### config.mk
export PLATFORM = sky130hd
export DESIGN_NAME = frame_source_top
export DESIGN_NICKNAME = d
export VERILOG_FILES = /design/src/design/video_pkg.sv /design/src/design/frame_source_top.sv /design/src/design/pattern_gen.sv /design/src/design/frame_timing.sv /design/src/design/timing_regs.sv
export VERILOG_INCLUDE_DIRS = /design/src /design/src/design
export SDC_FILE = /design/constraint.sdc
export NUM_CORES = 1
export LEC_CHECK = 0
export BUFFER_PORTS_ARGS = -buffer_cell sky130_fd_sc_hd__buf_4
export CELL_PAD_IN_SITES_DETAIL_PLACEMENT = 0
export CELL_PAD_IN_SITES_GLOBAL_PLACEMENT = 1
export CORE_ASPECT_RATIO = 1.25
export CORE_MARGIN = 3
export CORE_UTILIZATION = 56
export DETAILED_ROUTE_END_ITERATION = 7
export HOLD_SLACK_MARGIN = 0.02
export PLACE_DENSITY_LB_ADDON = 0.1
export REMOVE_ABC_BUFFERS = 1
export SLEW_MARGIN = 10
export SYNTH_ARGS = -nofsm -noshare
export SYNTH_HDL_FRONTEND = slang
export SYNTH_SLANG_ARGS = --single-unit
### constraint.sdc
create_clock -name clk -period 19.65 [get_ports clk]
set_input_delay 5.895 -clock clk [delete_from_list [all_inputs] [get_ports clk]]
set_output_delay 5.895 -clock clk [all_outputs]
set_load 0.01 [all_outputs]
### src/design/video_defines.svh
// frame source widths and counter sizes
// reset values of the timing registers
// leader and trailer magic words and beat counts
`ifndef VIDEO_DEFINES_SVH
`define VIDEO_DEFINES_SVH

// ============================================================
// widths
// ============================================================
`define VID_DATA_W          16
`define VID_CNT_W           16

// ============================================================
// timing defaults after reset
// ============================================================
// 48 clocks per line, 20 lines per frame
`define VID_DEF_H_PERIOD    16'd47
`define VID_DEF_V_PERIOD    16'd19
`define VID_DEF_DVAL_START  16'd8
`define VID_DEF_WIDTH       16'd32
// leader on line 2, image 3..14, trailer on 15
`define VID_DEF_FVAL_START  16'd2
`define VID_DEF_HEIGHT      16'd12
`define VID_DEF_PATTERN     2'd0
`define VID_DEF_FILL        16'h0a5a

// ============================================================
// U3V leader and trailer
// ============================================================
`define VID_LEADER_MAGIC    16'h4c56
`define VID_TRAILER_MAGIC   16'h5456
`define VID_LEADER_BEATS    7
`define VID_TRAILER_BEATS   6

`endif
### src/design/video_pkg.sv
// shared types of the frame source
// config struct, timing flags, line kinds
// output beat and register address map
`include "video_defines.svh"

package video_pkg;

	// ============================================================
	// register map
	// ============================================================
	typedef enum logic [2:0] {
		ADDR_H_PERIOD   = 3'd0,
		ADDR_V_PERIOD   = 3'd1,
		ADDR_DVAL_START = 3'd2,
		ADDR_WIDTH      = 3'd3,
		ADDR_FVAL_START = 3'd4,
		ADDR_HEIGHT     = 3'd5,
		ADDR_PATTERN    = 3'd6,
		ADDR_FILL       = 3'd7
	} reg_addr_e;

	// timing parameters plus pattern selection
	typedef struct packed {
		logic [`VID_CNT_W-1:0]  h_period;
		logic [`VID_CNT_W-1:0]  v_period;
		logic [`VID_CNT_W-1:0]  dval_start;
		logic [`VID_CNT_W-1:0]  width;
		logic [`VID_CNT_W-1:0]  fval_start;
		logic [`VID_CNT_W-1:0]  height;
		logic [1:0]             pattern_sel;
		logic [`VID_DATA_W-1:0] fill_value;
	} cfg_t;

	// what the current line carries
	typedef enum logic [1:0] {
		LINE_BLANK   = 2'd0,
		LINE_LEADER  = 2'd1,
		LINE_IMAGE   = 2'd2,
		LINE_TRAILER = 2'd3
	} line_kind_e;

	// counter stage to payload stage
	typedef struct packed {
		logic       fval;
		logic       dval;
		logic       trailer_flag;
		logic       hend;
		logic       vend;
		line_kind_e kind;
	} timing_t;

	// one output beat
	typedef struct packed {
		logic                   fval;
		logic                   dval;
		logic                   trailer_flag;
		logic                   hend;
		logic                   vend;
		logic [`VID_DATA_W-1:0] data;
	} video_beat_t;

endpackage

### src/design/frame_source_top.sv
// frame source top level
// register block, timing generator and pattern generator
// vend fed back as the frame boundary for config updates
`timescale 1ns/1ps
`include "video_defines.svh"

module frame_source_top
(
	input  logic                   clk,
	input  logic                   reset_n,
	input  logic                   i_cfg_we,
	input  video_pkg::reg_addr_e   i_cfg_addr,
	input  logic [`VID_CNT_W-1:0]  i_cfg_wdata,
	input  logic                   i_pause,
	output video_pkg::video_beat_t o_beat
);

	video_pkg::cfg_t    cfg;
	video_pkg::timing_t timing;

	// config, active copy swaps after each vend
	timing_regs timing_regs_i
	(
		.clk         (clk),
		.reset_n     (reset_n),
		.i_cfg_we    (i_cfg_we),
		.i_cfg_addr  (i_cfg_addr),
		.i_cfg_wdata (i_cfg_wdata),
		.i_frame_end (timing.vend),
		.o_cfg       (cfg)
	);

	// counters and flags
	frame_timing frame_timing_i
	(
		.clk      (clk),
		.reset_n  (reset_n),
		.i_cfg    (cfg),
		.i_pause  (i_pause),
		.o_timing (timing)
	);

	// payload, one more cycle
	pattern_gen pattern_gen_i
	(
		.clk      (clk),
		.reset_n  (reset_n),
		.i_timing (timing),
		.i_cfg    (cfg),
		.o_beat   (o_beat)
	);

endmodule

### src/design/pattern_gen.sv
// payload generator for leader, image and trailer beats
// beat, row and frame counters
// ramp, fill and checkerboard image patterns
// one cycle realignment of the timing flags
`timescale 1ns/1ps
`include "video_defines.svh"

module pattern_gen
(
	input  logic                   clk,
	input  logic                   reset_n,
	input  video_pkg::timing_t     i_timing,
	input  video_pkg::cfg_t        i_cfg,
	output video_pkg::video_beat_t o_beat
);

	logic [`VID_CNT_W-1:0]   beat_idx;
	logic [`VID_CNT_W-1:0]   row_idx;
	logic [`VID_DATA_W-1:0]  frame_id;
	logic                    fval_fall;
	logic [`VID_DATA_W-1:0]  pixel;
	logic [`VID_DATA_W-1:0]  word_d;
	video_pkg::video_beat_t  beat_q;

	// previous fval taken from the output register
	assign fval_fall = beat_q.fval && !i_timing.fval;

	// ============================================================
	// position counters
	// ============================================================
	always_ff @(posedge clk or negedge reset_n)
	begin
		if (!reset_n)
		begin
			beat_idx <= '0;
			row_idx  <= '0;
			frame_id <= '0;
		end
		else
		begin
			// hend and dval never share a cycle
			if (i_timing.hend)
				beat_idx <= '0;
			else if (i_timing.dval)
				beat_idx <= beat_idx + 1'b1;
			// kind still names the ending line at hend
			if (fval_fall)
			begin
				row_idx  <= '0;
				frame_id <= frame_id + 1'b1;
			end
			else if (i_timing.hend && (i_timing.kind == video_pkg::LINE_IMAGE))
				row_idx <= row_idx + 1'b1;
		end
	end

	// ============================================================
	// image pixel
	// ============================================================
	always_comb
	begin
		case (i_cfg.pattern_sel)
			// ramp, wraps at the data width
			2'd0:    pixel = beat_idx[`VID_DATA_W-1:0] + row_idx[`VID_DATA_W-1:0] + frame_id;
			2'd1:    pixel = i_cfg.fill_value;
			// checkerboard on single pixels
			2'd2:    pixel = (beat_idx[0] ^ row_idx[0]) ? '1 : '0;
			default: pixel = '0;
		endcase
	end

	// ============================================================
	// word select by line kind
	// ============================================================
	always_comb
	begin
		word_d = '0;
		if (i_timing.dval)
		begin
			case (i_timing.kind)
				video_pkg::LINE_LEADER:
				begin
					if (beat_idx == 0)
						word_d = `VID_LEADER_MAGIC;
					else if (beat_idx == 1)
						word_d = frame_id;
				end
				video_pkg::LINE_IMAGE:
					word_d = pixel;
				video_pkg::LINE_TRAILER:
				begin
					if (beat_idx == 0)
						word_d = `VID_TRAILER_MAGIC;
					else if (beat_idx == 1)
						word_d = frame_id;
					else if (beat_idx == 2)
						word_d = i_cfg.height[`VID_DATA_W-1:0];
				end
				default:
					word_d = '0;
			endcase
		end
	end

	// flags and data leave together, one clock later
	always_ff @(posedge clk or negedge reset_n)
	begin
		if (!reset_n)
			beat_q <= '0;
		else
			beat_q <= '{fval: i_timing.fval, dval: i_timing.dval,
			            trailer_flag: i_timing.trailer_flag, hend: i_timing.hend,
			            vend: i_timing.vend, data: word_d};
	end

	assign o_beat = beat_q;

endmodule

### src/design/frame_timing.sv
// frame timing generator, U3V form
// horizontal and vertical counters with end pulses
// fval, dval with short leader and trailer lines, trailer flag
// line classification for the payload stage
`timescale 1ns/1ps
`include "video_defines.svh"

module frame_timing
(
	input  logic                 clk,
	input  logic                 reset_n,
	input  video_pkg::cfg_t      i_cfg,
	input  logic                 i_pause,
	output video_pkg::timing_t   o_timing
);

	localparam logic [`VID_CNT_W-1:0] LEADER_LEN  = `VID_LEADER_BEATS;
	localparam logic [`VID_CNT_W-1:0] TRAILER_LEN = `VID_TRAILER_BEATS;

	logic [`VID_CNT_W-1:0]  hcount;
	logic [`VID_CNT_W-1:0]  vcount;
	logic                   wrap;
	// line numbers of leader and trailer
	logic [`VID_CNT_W-1:0]  fval_start_m1;
	logic [`VID_CNT_W-1:0]  last_line;
	// valid length of the current line and its end
	logic [`VID_CNT_W-1:0]  dval_len;
	logic [`VID_CNT_W-1:0]  dval_stop;
	video_pkg::line_kind_e  cur_kind;

	logic                   fval;
	logic                   dval;
	logic                   trailer_flag;
	logic                   hend;
	logic                   vend;
	video_pkg::line_kind_e  kind;

	assign wrap          = (hcount == i_cfg.h_period);
	assign fval_start_m1 = i_cfg.fval_start - 1'b1;
	assign last_line     = i_cfg.fval_start + i_cfg.height + 1'b1;
	assign dval_stop     = i_cfg.dval_start + dval_len;

	// ============================================================
	// line classification
	// ============================================================
	always_comb
	begin
		cur_kind = video_pkg::LINE_BLANK;
		dval_len = '0;
		if (vcount == i_cfg.fval_start)
		begin
			cur_kind = video_pkg::LINE_LEADER;
			dval_len = LEADER_LEN;
		end
		else if (vcount == last_line)
		begin
			cur_kind = video_pkg::LINE_TRAILER;
			dval_len = TRAILER_LEN;
		end
		else if ((vcount > i_cfg.fval_start) && (vcount < last_line))
		begin
			cur_kind = video_pkg::LINE_IMAGE;
			dval_len = i_cfg.width;
		end
	end

	// ============================================================
	// counters and end pulses
	// ============================================================
	// hcount wraps even while paused, otherwise pause freezes it
	// vcount follows every wrap so a paused wrap never replays a line
	always_ff @(posedge clk or negedge reset_n)
	begin
		if (!reset_n)
		begin
			hcount <= '0;
			vcount <= '0;
			hend   <= 1'b0;
			vend   <= 1'b0;
		end
		else
		begin
			hend <= wrap;
			vend <= wrap && (vcount == i_cfg.v_period);
			if (wrap)
			begin
				hcount <= '0;
				if (vcount == i_cfg.v_period)
					vcount <= '0;
				else
					vcount <= vcount + 1'b1;
			end
			else if (!i_pause)
				hcount <= hcount + 1'b1;
		end
	end

	// ============================================================
	// fval, dval, trailer flag, kind
	// ============================================================
	always_ff @(posedge clk or negedge reset_n)
	begin
		if (!reset_n)
		begin
			fval         <= 1'b0;
			dval         <= 1'b0;
			trailer_flag <= 1'b0;
			kind         <= video_pkg::LINE_BLANK;
		end
		else
		begin
			// fval toggles only at line boundaries
			if (wrap && (vcount == fval_start_m1))
				fval <= 1'b1;
			else if (wrap && (vcount == last_line))
				fval <= 1'b0;
			// one beat per unpaused hcount value inside the window
			dval <= !i_pause && (cur_kind != video_pkg::LINE_BLANK) &&
			        (hcount >= i_cfg.dval_start) && (hcount < dval_stop);
			// flag opens one clock ahead of the first trailer beat
			trailer_flag <= (cur_kind == video_pkg::LINE_TRAILER) &&
			                (hcount >= i_cfg.dval_start - 1'b1) &&
			                (hcount <= i_cfg.dval_start + 3'd4);
			kind <= cur_kind;
		end
	end

	assign o_timing = '{fval: fval, dval: dval, trailer_flag: trailer_flag,
	                    hend: hend, vend: vend, kind: kind};

endmodule

### src/design/timing_regs.sv
// timing register block
// write port into a staged register set
// active config copied from staged set at frame end and after reset
`timescale 1ns/1ps
`include "video_defines.svh"

module timing_regs
(
	input  logic                      clk,
	input  logic                      reset_n,
	input  logic                      i_cfg_we,
	input  video_pkg::reg_addr_e      i_cfg_addr,
	input  logic [`VID_CNT_W-1:0]     i_cfg_wdata,
	input  logic                      i_frame_end,
	output video_pkg::cfg_t           o_cfg
);

	video_pkg::cfg_t staged;
	video_pkg::cfg_t active;
	// one extra load right after reset release
	logic            init_load;

	// ============================================================
	// staged set, written any time
	// ============================================================
	always_ff @(posedge clk or negedge reset_n)
	begin
		if (!reset_n)
		begin
			staged.h_period    <= `VID_DEF_H_PERIOD;
			staged.v_period    <= `VID_DEF_V_PERIOD;
			staged.dval_start  <= `VID_DEF_DVAL_START;
			staged.width       <= `VID_DEF_WIDTH;
			staged.fval_start  <= `VID_DEF_FVAL_START;
			staged.height      <= `VID_DEF_HEIGHT;
			staged.pattern_sel <= `VID_DEF_PATTERN;
			staged.fill_value  <= `VID_DEF_FILL;
		end
		else if (i_cfg_we)
		begin
			case (i_cfg_addr)
				video_pkg::ADDR_H_PERIOD:   staged.h_period    <= i_cfg_wdata;
				video_pkg::ADDR_V_PERIOD:   staged.v_period    <= i_cfg_wdata;
				video_pkg::ADDR_DVAL_START: staged.dval_start  <= i_cfg_wdata;
				video_pkg::ADDR_WIDTH:      staged.width       <= i_cfg_wdata;
				video_pkg::ADDR_FVAL_START: staged.fval_start  <= i_cfg_wdata;
				video_pkg::ADDR_HEIGHT:     staged.height      <= i_cfg_wdata;
				// only the low bits select a pattern
				video_pkg::ADDR_PATTERN:    staged.pattern_sel <= i_cfg_wdata[1:0];
				video_pkg::ADDR_FILL:       staged.fill_value  <= i_cfg_wdata[`VID_DATA_W-1:0];
			endcase
		end
	end

	// ============================================================
	// active copy, changes only between frames
	// ============================================================
	always_ff @(posedge clk or negedge reset_n)
	begin
		if (!reset_n)
		begin
			init_load <= 1'b1;
			active    <= '{h_period:    `VID_DEF_H_PERIOD,
			               v_period:    `VID_DEF_V_PERIOD,
			               dval_start:  `VID_DEF_DVAL_START,
			               width:       `VID_DEF_WIDTH,
			               fval_start:  `VID_DEF_FVAL_START,
			               height:      `VID_DEF_HEIGHT,
			               pattern_sel: `VID_DEF_PATTERN,
			               fill_value:  `VID_DEF_FILL};
		end
		else
		begin
			init_load <= 1'b0;
			// vend arrives registered, so this lands one cycle after it
			if (init_load || i_frame_end)
				active <= staged;
		end
	end

	assign o_cfg = active;

endmodule

# ---- After elaboration in Yosys (flattened, before gate mapping)
# Index checks and enable logic that the tools add are counted.
dict set report totals {
  ff_bits 337
  mem_bits_rw 0
  mem_count 0
  input_bits 23
  latch_bits 0
  word_cells 128
  romBits 0
  out_inout_bits 21
}
dict set report op_classes {
  n_bitwise 1
  multipliers 0
  n_div 0
  order_cmp 6
  n_addsub 13
  reduce_logical 29
  eq_ne 21
  n_mux 24
  n_shift 0
}
# operator n
set ops {}
lappend ops {{$mux 16} 17}
lappend ops {{$add 16x1->16 const B} 6}
lappend ops {{$pmux 16 s3} 2}
lappend ops {{$eq 16x16->1} 5}
lappend ops {{$add 16x16->16} 4}
lappend ops {{$ge 16x16->1} 2}
lappend ops {{$lt 16x16->1} 2}
lappend ops {{$sub 16x1->16 const B} 2}
lappend ops {{$add 16x3->16 const B} 1}
lappend ops {{$eq 16x1->1 const B} 1}
lappend ops {{$eq 16x2->1 const B} 1}
lappend ops {{$gt 16x16->1} 1}
lappend ops {{$le 16x16->1} 1}
lappend ops {{$logic_not 16->1} 1}
lappend ops {{$reduce_and 2->1} 8}
lappend ops {{$eq 3x3->1 const B} 4}
lappend ops {{$logic_and 1x1->1} 11}
lappend ops {{$eq 2x2->1 const B} 4}
lappend ops {{$reduce_bool 2->1} 4}
lappend ops {{$eq 3x2->1 const B} 2}
lappend ops {{$mux 2} 3}
lappend ops {{$eq 2x1->1 const B} 2}
lappend ops {{$eq 3x1->1 const B} 1}
lappend ops {{$logic_not 3->1} 1}
lappend ops {{other kinds (6)} 8}

# ---- Longest topological paths before layout
# Gate-level depths: netlist (run 1).
dict set report depth {
  word_depth 11
  depth_mapped 38
  depth_no_buf 37
}

# ---- By module
# Synthesis (run 1) repeated with hierarchy kept, for this count alone.
dict set report hier_totals {
  cells_unflattened 1770
  hier_area_um2 19687.6
}
# module n_inst cells_each area_per_inst_um2
set modules_own_cells {}
lappend modules_own_cells {timing_regs 1 493 8679.6}
lappend modules_own_cells {frame_timing 1 811 6517.5}
lappend modules_own_cells {pattern_gen 1 466 4490.6}

# ---- Least setup slack after synthesis (run 1)
# Ideal clock, no wire load.
dict set report synth_timing {
  kind {input port to flip-flop}
  from {input port i_cfg_addr[0]}
  to {register timing_regs_i.staged[104] (netlist bit)}
  n_path_buf 2
  path_stages 5
  setup_slack_ns 12.057
  arrival_ns 7.468
  cell_sequence {clkbuf_1 nand2b_1 nor3_1 clkbuf_1 mux2_2}
}
dict set report synth_via {
  elab_chain_cells 2
}
# item line_no
set synth_rtl {}
lappend synth_rtl {{start, declared} frame_source_top.sv:12} ;# input video_pkg::reg_addr_e i_cfg_addr,
lappend synth_rtl {{$logic_not 3->1} timing_regs.sv:41} ;# case (i_cfg_addr)
lappend synth_rtl {{$reduce_and 2->1 (no source line)} --}
lappend synth_rtl {{end, declared} timing_regs.sv:18} ;# video_pkg::cfg_t staged;
# Every way passes these cells.
# A chain may end at the register's enable or synchronous reset.

==> results of run 1 <==
power by group through the flow:
stage / Combinational (mW) / Sequential, mW / Clock, mW
CTS: 0.611 / 0.976 / 0.754
floorplan: 0.480 / 0.926 / 0
global route: 0.696 / 0.994 / 0.787
detailed placement: 0.605 / 0.988 / 0
global placement: 0.587 / 0.982 / 0
finish: 0.608 / 0.977 / 0.739
cells in the final DEF (no fill, tap or decap), types with 10 or more instances in the layout:
| master | n |
|---|---|
| mux2_2 | 229 |
| o21a_1 | 10 |
| xnor2_1 | 112 |
| and3_1 | 39 |
| nand4_1 | 42 |
| nor4_1 | 14 |
| dfrtp_1 | 298 |
| or3_1 | 10 |
| nand3_1 | 49 |
| ha_1 | 149 |
| nand2_1 | 81 |
| clkbuf_16 | 37 |
| buf_4 | 57 |
| a21o_1 | 35 |
| xor2_1 | 58 |
| nor2_1 | 107 |
| dfstp_2 | 39 |
| inv_1 | 71 |
| nor3_1 | 19 |
| fa_1 | 18 |
| o21ai_0 | 86 |
| nand2b_1 | 18 |
| a21oi_1 | 84 |
| a22oi_1 | 11 |
state kept, by name, indices dropped and copies added, names as in the netlist:
name / count
pattern_gen_i.beat_idx: 16
frame_timing_i.dval: 1
frame_timing_i.trailer_flag: 1
pattern_gen_i.o_beat: 21
frame_timing_i.kind: 2
frame_timing_i.vcount: 16
frame_timing_i.fval: 1
timing_regs_i.o_cfg: 114
timing_regs_i.init_load: 1
pattern_gen_i.row_idx: 16
pattern_gen_i.frame_id: 16
frame_timing_i.hend: 1
timing_regs_i.staged: 114
frame_timing_i.vend: 1
frame_timing_i.hcount: 16
worst max-delay path by stage:
stage / start / to
2_1_floorplan: i_cfg_addr[0] / timing_regs_i.staged[66]
3_3_place_gp: reset_n / timing_regs_i.staged[96]
3_5_place_dp: reset_n / timing_regs_i.staged[89]
4_1_cts: reset_n / timing_regs_i.staged[89]
5_1_grt: reset_n / timing_regs_i.staged[108]
6_report: reset_n / timing_regs_i.staged[88]
cell type report:
type                       instances  share of cell area (%)
multi-input combinational       1311                    48.9
timing repair buffer              58                    2.04
clock inverter                    14                    1.10
clock buffer                      52                    4.95
sequential                       337                    39.1
inverter                          71                    1.23
tap                              462                    2.67
routing by layer:
| metal | track usage, % | vias up | wire length [um] |
|---|---|---|---|
| li1 | - | 6481 | - |
| met1 | 37.1 | 6819 | 22400 |
| met2 | 42.8 | 281 | 22600 |
| met3 | 3.51 | 89 | 1870 |
| met4 | 7.98 | 0 | 1440 |
| met5 | 0 | - | 0 |
cell families after synthesis:
logic type                 Yosys count  synth area share, %
AOI/OAI and AO/OA                  308                 9.99
xor gates and xnor gates           170                 7.62
other                                1               0.0192
DFF                                337                 43.4
buffers and inverters              128                 2.51
and+or+nand+nor                    429                 11.5
adders and majority gates          167                 11.4
muxes                              236                 13.6
per-stage QoR:
step	hold slack, ns	util (%)	power (mW)	area, um2
final	0.359	63.8	2.32	21700
after floorplan	0.331	-	1.41	19300
after global placement	0.340	59.9	1.57	20400
after CTS	0.366	63.8	2.34	21700
after global routing	0.375	63.8	2.48	21700
after detailed placement	0.343	59.9	1.59	20400
==> flow_summary_export.csv, run 1 <==
group,metric,value,unit
worst_setup_path,worstSetupStartpointType,"primary input",
cells_and_area,seqCellArea,8480,um2
die,initial_core_util,57.5,%
global_route,grt_pass1_vias,13703,
worst_hold_path,hold_depth,0,
timing,finalCriticalPeriod,7.89,ns
power_and_ir_drop,p_sw,728,uW
timing,fin_worst_skew,0.0138,ns
clocking,postCtsSetupBuffers,0,
place,finalWeightedCongestion,0.894,
global_route,grt_max_degree,122,
power_and_ir_drop,vdd_drop_max,0.0000948,V
clocking,cts_tree,"done",
clocking,root_buffer,"clkbuf_16",
clocking,clkSinkCount,337,
worst_setup_path,r2r-start,"timing_regs_i.o_cfg[34]",
detailed_routing,routed_wl,48.4,mm
die,dieHeight,215,um
logic_synthesis,ys_ff_latch,337,
worst_setup_path,r2r-end,"frame_timing_i.dval",
cells_and_area,fin_cells,2305,
die,dieArea,37200,um2
detailed_routing,ant_nets,0,
power_and_ir_drop,p_seq_share,42.0,%
job,cap_viol_max_count,0,
logic_synthesis,netlist_instances,1776,
global_route,antenna_found_initial,1,
detailed_routing,drtIter0Drc,949,
worst_setup_path,r2r_slack,11.98,ns
worst_setup_path,rr_worst_depth,37,
logic_synthesis,synth_edf_count,0,
clocking,cts_resized,0,
detailed_routing,dr.pass1.iters,5,
timing,setup-tns-final,0,ns
cells_and_area,area_growth,11.0,%
clocking,clkLatencyLatePin,0.53,ns
power_and_ir_drop,p_per_area,107,nW/um2
logic_synthesis,ys_warn_count,0,
timing,fmax,127,MHz
worst_setup_path,critPathMaxFanout,121,
clocking,path_clk_slew,0.06,ns
worst_setup_path,crit_family,"buffers and inverters",
logic_synthesis,synth-main-ff-cell,"dfrtp_1",
timing,finalHoldViolCount,0,
place,dp_cells,2239,
timing,drv_slew,0,
place,io_buffers,43,
clocking,cts_hold_buf,0,
worst_setup_path,end_kind,"async pin",
timing,fin_ws,11.76,ns
die,ios,44,
run_status,status,"complete, no violations",
cells_and_area,fillCellCount,2794,
logic_synthesis,synthDistinctLibCells,74,
global_route,grt_pass1_wl,77.5,mm
power_and_ir_drop,clock_power_share,31.8,%
timing,rsz0062_at_grt,"no",
logic_synthesis,ys_seq_area_share,43.4,%
global_route,gr-total-overflow,0,
worst_setup_path,cp_num_buf_inv,3,
worst_setup_path,slowest_stage,"buf_4",
logic_synthesis,yosys.area.top_type_share,38.2,%
timing,setup_viol,0,
worst_hold_path,worstHoldStart,"frame_timing_i.trailer_flag",
power_and_ir_drop,combPwrFrac,26.2,%
worst_hold_path,hold_end,"pattern_gen_i.o_beat[18]",
worst_setup_path,cp.depth,3,
worst_setup_path,critPathKind,"primary input to async pin",
place,pre_cts_slack,11.10,ns
timing,tightest_slew,1.17,ns
detailed_routing,routed_via_density,5.93,
detailed_routing,vias,13670,
global_route,grt_usage,26.4,%
logic_synthesis,synthesis.area,19500,um2
logic_synthesis,yosysMostFrequentCell,"dfrtp_1",
power_and_ir_drop,swShare,31.3,%
logic_synthesis,synthArstFlopShare,100,%
logic_synthesis,yosys.area.top_type,"dfrtp_1",
worst_hold_path,min_path_type,"register to register",
timing,relSlewSlack,21.5,%
logic_synthesis,ys_top_cells_by_area,"dfrtp_1 38%, mux2_2 13%, ha_1 9.5%",
cells_and_area,multi_input_area,10600,um2
worst_setup_path,worstPathRequired,20.16,ns
power_and_ir_drop,leakage,9.91,nW
cells_and_area,drive_gt1_share,22.2,%
worst_setup_path,critPathArrivalTime,8.39,ns
clocking,numCtsBuffers,36,
logic_synthesis,ys_top_cells_by_count,"298 x dfrtp_1, 229 x mux2_2, 149 x ha_1",
cells_and_area,diodes,0,
detailed_routing,detail_route.wl_per_cell,21.0,um
logic_synthesis,synth_area_per_cell,11.0,um2
cells_and_area,fin_nets,2005,
worst_setup_path,cp_slowest_stage_delay,0.88,ns
die,die-width,173,um
worst_setup_path,crit_path_cell_trace,"buf_8, buf_4, buf_4",
clocking,cts_htree_levels,2,
timing,min_period_over_period,40.1,%
power_and_ir_drop,internal_power,1.60,mW
worst_setup_path,crit_top_cell,"buf_4",
place,dp_hpwl,35.1,mm
detailed_routing,drc,0,
die,core.rowCount,75,
die,fp.coreArea,34000,um2
clocking,clk_path_buf_depth,3,
Power figures use the tool's default switching activity.
==> run 2, diff against run 1 <==
Settings changed: ABC_AREA from default to 1, CORE_UTILIZATION 56 to 44.
Clock period 19.65 ns to 6.6 ns, I/O delays scaled along.
==> flow_summary_export.csv, run 2 <==
group,metric,value,unit
clocking,root_buffer,"clkbuf_16",
power_and_ir_drop,vdd_drop_max,0.000190,V
worst_setup_path,critPathKind,"register to register",
global_route,gr-total-overflow,0,
cells_and_area,fillCellCount,4489,
worst_setup_path,worstSetupStartpoint,"timing_regs_i.o_cfg[34]",
clocking,clk_path_buf_depth,3,
logic_synthesis,synthArstFlopShare,100,%
clocking,cts_resized,0,
logic_synthesis,synthesis.area,20500,um2
logic_synthesis,synthMuxAreaShare,2.42,%
power_and_ir_drop,p_per_area,272,nW/um2
place,finalWeightedCongestion,0.887,
clocking,cts_hold_buf,0,
cells_and_area,area_growth,10.7,%
logic_synthesis,synth-compound-area-share,11.4,%
logic_synthesis,synth_fa_ha_area_share,10.8,%
detailed_routing,routed_wl,61.2,mm
detailed_routing,detail_route.wl_per_cell,19.2,um
worst_setup_path,end_kind,"register",
worst_setup_path,worstSetupStartpointType,"register",
clocking,postCtsSetupBuffers,0,
detailed_routing,dr.pass1.iters,6,
timing,finalCriticalPeriod,5.81,ns
power_and_ir_drop,swShare,31.9,%
clocking,cts_htree_levels,2,
power_and_ir_drop,p_seq_share,43.3,%
die,ios,44,
power_and_ir_drop,p_sw,1.97,mW
worst_setup_path,worstPathRequired,7.08,ns
clocking,clkSinkCount,337,
global_route,gr-max-usage-layer,"met2",
timing,rsz0062_at_grt,"no",
logic_synthesis,synth_area_per_cell,8.06,um2
logic_synthesis,ys_ff_latch,337,
cells_and_area,fin_nets,2764,
worst_setup_path,critPathMaxFanout,5,
die,initial_core_util,45.0,%
global_route,grt_max_degree,185,
die,die-width,199,um
worst_hold_path,worstHoldStart,"frame_timing_i.trailer_flag",
worst_setup_path,crit_top_cell,"nand2_1",
detailed_routing,ant_nets,0,
power_and_ir_drop,clock_power_share,35.3,%
timing,setup-tns-final,0,ns
worst_setup_path,r2r-start,"timing_regs_i.o_cfg[34]",
worst_setup_path,slowest_stage,"fa_1",
worst_setup_path,critPathArrivalTime,6.29,ns
clocking,numCtsBuffers,38,
global_route,grt_use_met3,3.77,%
timing,drv_slew,0,
die,dieArea,49300,um2
global_route,grt_use_met1,33.4,%
worst_hold_path,min_path_type,"register to register",
power_and_ir_drop,combPwrFrac,21.4,%
logic_synthesis,yosys.area.top_type,"dfrtp_1",
timing,relSlewSlack,27.3,%
timing,fmax,172,MHz
global_route,grt_pass1_vias,16566,
job,cap_viol_max_count,0,
clocking,cts_tree,"done",
global_route,grt_pass1_wl,95.9,mm
cells_and_area,layout_common_cells,"601 x nand2_1, 298 x dfrtp_1, 279 x inv_1, 211 x nor2_1, 205 x o21ai_0",
logic_synthesis,synth-main-ff-cell,"dfrtp_1",
die,core.rowCount,87,
power_and_ir_drop,leakage,11.3,nW
cells_and_area,final_area,22700,um2
global_route,antenna_found_initial,1,
global_route,grt_usage,25.4,%
timing,fin_worst_skew,0.0120,ns
cells_and_area,final_common_cell,"nand2_1",
cells_and_area,diodes,0,
run_status,status,"complete, no violations",
die,fp.coreArea,45600,um2
power_and_ir_drop,p_total,6.17,mW
timing,min_period_over_period,88.1,%
logic_synthesis,ys_top_cells_by_area,"dfrtp_1 36%, nand2_1 11%, ha_1 9.1%",
place,dp_hpwl,46.4,mm
logic_synthesis,synth_top_family_by_area,"simple AND/OR/NAND/NOR gates",
logic_synthesis,ys_top_cells_by_count,"601 x nand2_1, 298 x dfrtp_1, 279 x inv_1",
cells_and_area,drive_gt1_share,8.84,%
global_route,grtUsageMet2,41.5,%
logic_synthesis,synthDistinctLibCells,54,
logic_synthesis,ys_warn_count,0,
logic_synthesis,synthXorXnorAreaFrac,4.78,%
place,io_buffers,43,
power_and_ir_drop,internal_power,4.20,mW
logic_synthesis,ys_seq_area_share,41.3,%
clocking,clkLatencyLatePin,0.55,ns
logic_synthesis,yosysMostFrequentCell,"nand2_1",
detailed_routing,vias,16943,
logic_synthesis,yosys.area_share.simple,22.6,%
worst_setup_path,r2r_slack,0.79,ns
detailed_routing,routed_via_density,5.33,
detailed_routing,drtIter0Drc,1140,
clocking,path_clk_slew,0.07,ns
timing,finalHoldViolCount,0,
detailed_routing,drc,0,
die,dieHeight,247,um
logic_synthesis,synth_edf_count,0,
place,place_area,21400,um2
timing,setup_viol,0,
logic_synthesis,netlist_instances,2546,
timing,tightest_slew,1.09,ns
worst_setup_path,cp_slowest_stage_delay,0.40,ns
logic_synthesis,yosys.area.top_type_share,36.4,%
[run 2: cell types whose count changed after synthesis, moves of 22 or more]
| cell | previous run | this run |
|---|---|---|
| nand2_1 | 81 | 601 |
| inv_1 | 71 | 279 |
| mux2_2 | 229 | 44 |
| o21ai_0 | 87 | 207 |
| a21oi_1 | 84 | 189 |
| nor2_1 | 108 | 212 |
| xnor2_1 | 112 | 32 |
| nand3_1 | 49 | 124 |
| and3_1 | 39 | 1 |
| nor3_1 | 21 | 56 |
| a21o_1 | 35 | 6 |
| xor2_1 | 58 | 80 |
[run 2: power groups by stage]
stage / clock network, mW / registers, mW / logic [mW]
3_3_place_gp: 0 / 2.70 / 1.30
4_1_cts: 2.24 / 2.67 / 1.33
6_report: 2.18 / 2.67 / 1.32
5_1_grt: 2.31 / 2.71 / 1.55
3_5_place_dp: 0 / 2.70 / 1.33
2_1_floorplan: 0 / 2.58 / 1.01
[run 2: final cells by class]
type / count / area, um2 / area share (%)
tap: 578 / 723 / 3.18
sequential: 337 / 8480 / 37.3
clock buffer: 52 / 1090 / 4.82
timing repair buffer: 56 / 465 / 2.05
multi-input combinational: 1853 / 10700 / 47.0
clock inverter: 16 / 178 / 0.782
inverter: 288 / 1080 / 4.77
[run 2: worst paths after layout]
kind / endpoint / depth (start not counted)
setup / recovery: frame_timing_i.dval / 39
max in group asynchronous: frame_timing_i.hcount[8] / 2
min in group asynchronous: pattern_gen_i.row_idx[8] / 1
hold reg to reg: pattern_gen_i.o_beat[18] / 0
hold / removal: pattern_gen_i.o_beat[18] / 0
setup reg to reg: frame_timing_i.dval / 39
[run 2: routing by layer]
metal  vias to the layer above  wire [um]
li1                       8433          -
met1                      7986      26900
met2                       413      28300
met3                       111       2950
met4                         0       3000
met5                         -          0
[run 2: per-stage QoR]
stage | cells | utilization, % | hold WS (ns) | setup slack [ns]
2_1_floorplan | 2478 | - | 0.331 | -0.669
6_report | 3180 | 49.8 | 0.363 | 0.787
5_1_grt | 3180 | 49.8 | 0.365 | 0.0895
3_3_place_gp | 3112 | 47.0 | 0.336 | 0.719
4_1_cts | 3180 | 49.8 | 0.364 | 0.552
3_5_place_dp | 3112 | 47.0 | 0.347 | 0.567
[run 2: cells by family after synthesis]
family,count (synthesis)
AND/OR/NAND/NOR,1085
other,1
AO/OA/AOI/OAI,444
multiplexers,44
buffers and inverters,356
XOR/XNOR,112
flip-flops,337
adder cells (fa/ha/maj),167
[run 2: worst max-delay path, delay by kind of cell (launching register included)]
kind | cells | cell delay [ns]
xor gates and xnor gates | 2 | 0.26
DFF | 1 | 0.39
buffers and inverters | 4 | 0.34
and+or+nand+nor | 21 | 2.03
adders and majority gates | 6 | 1.65
AOI/OAI and AO/OA | 6 | 1.06
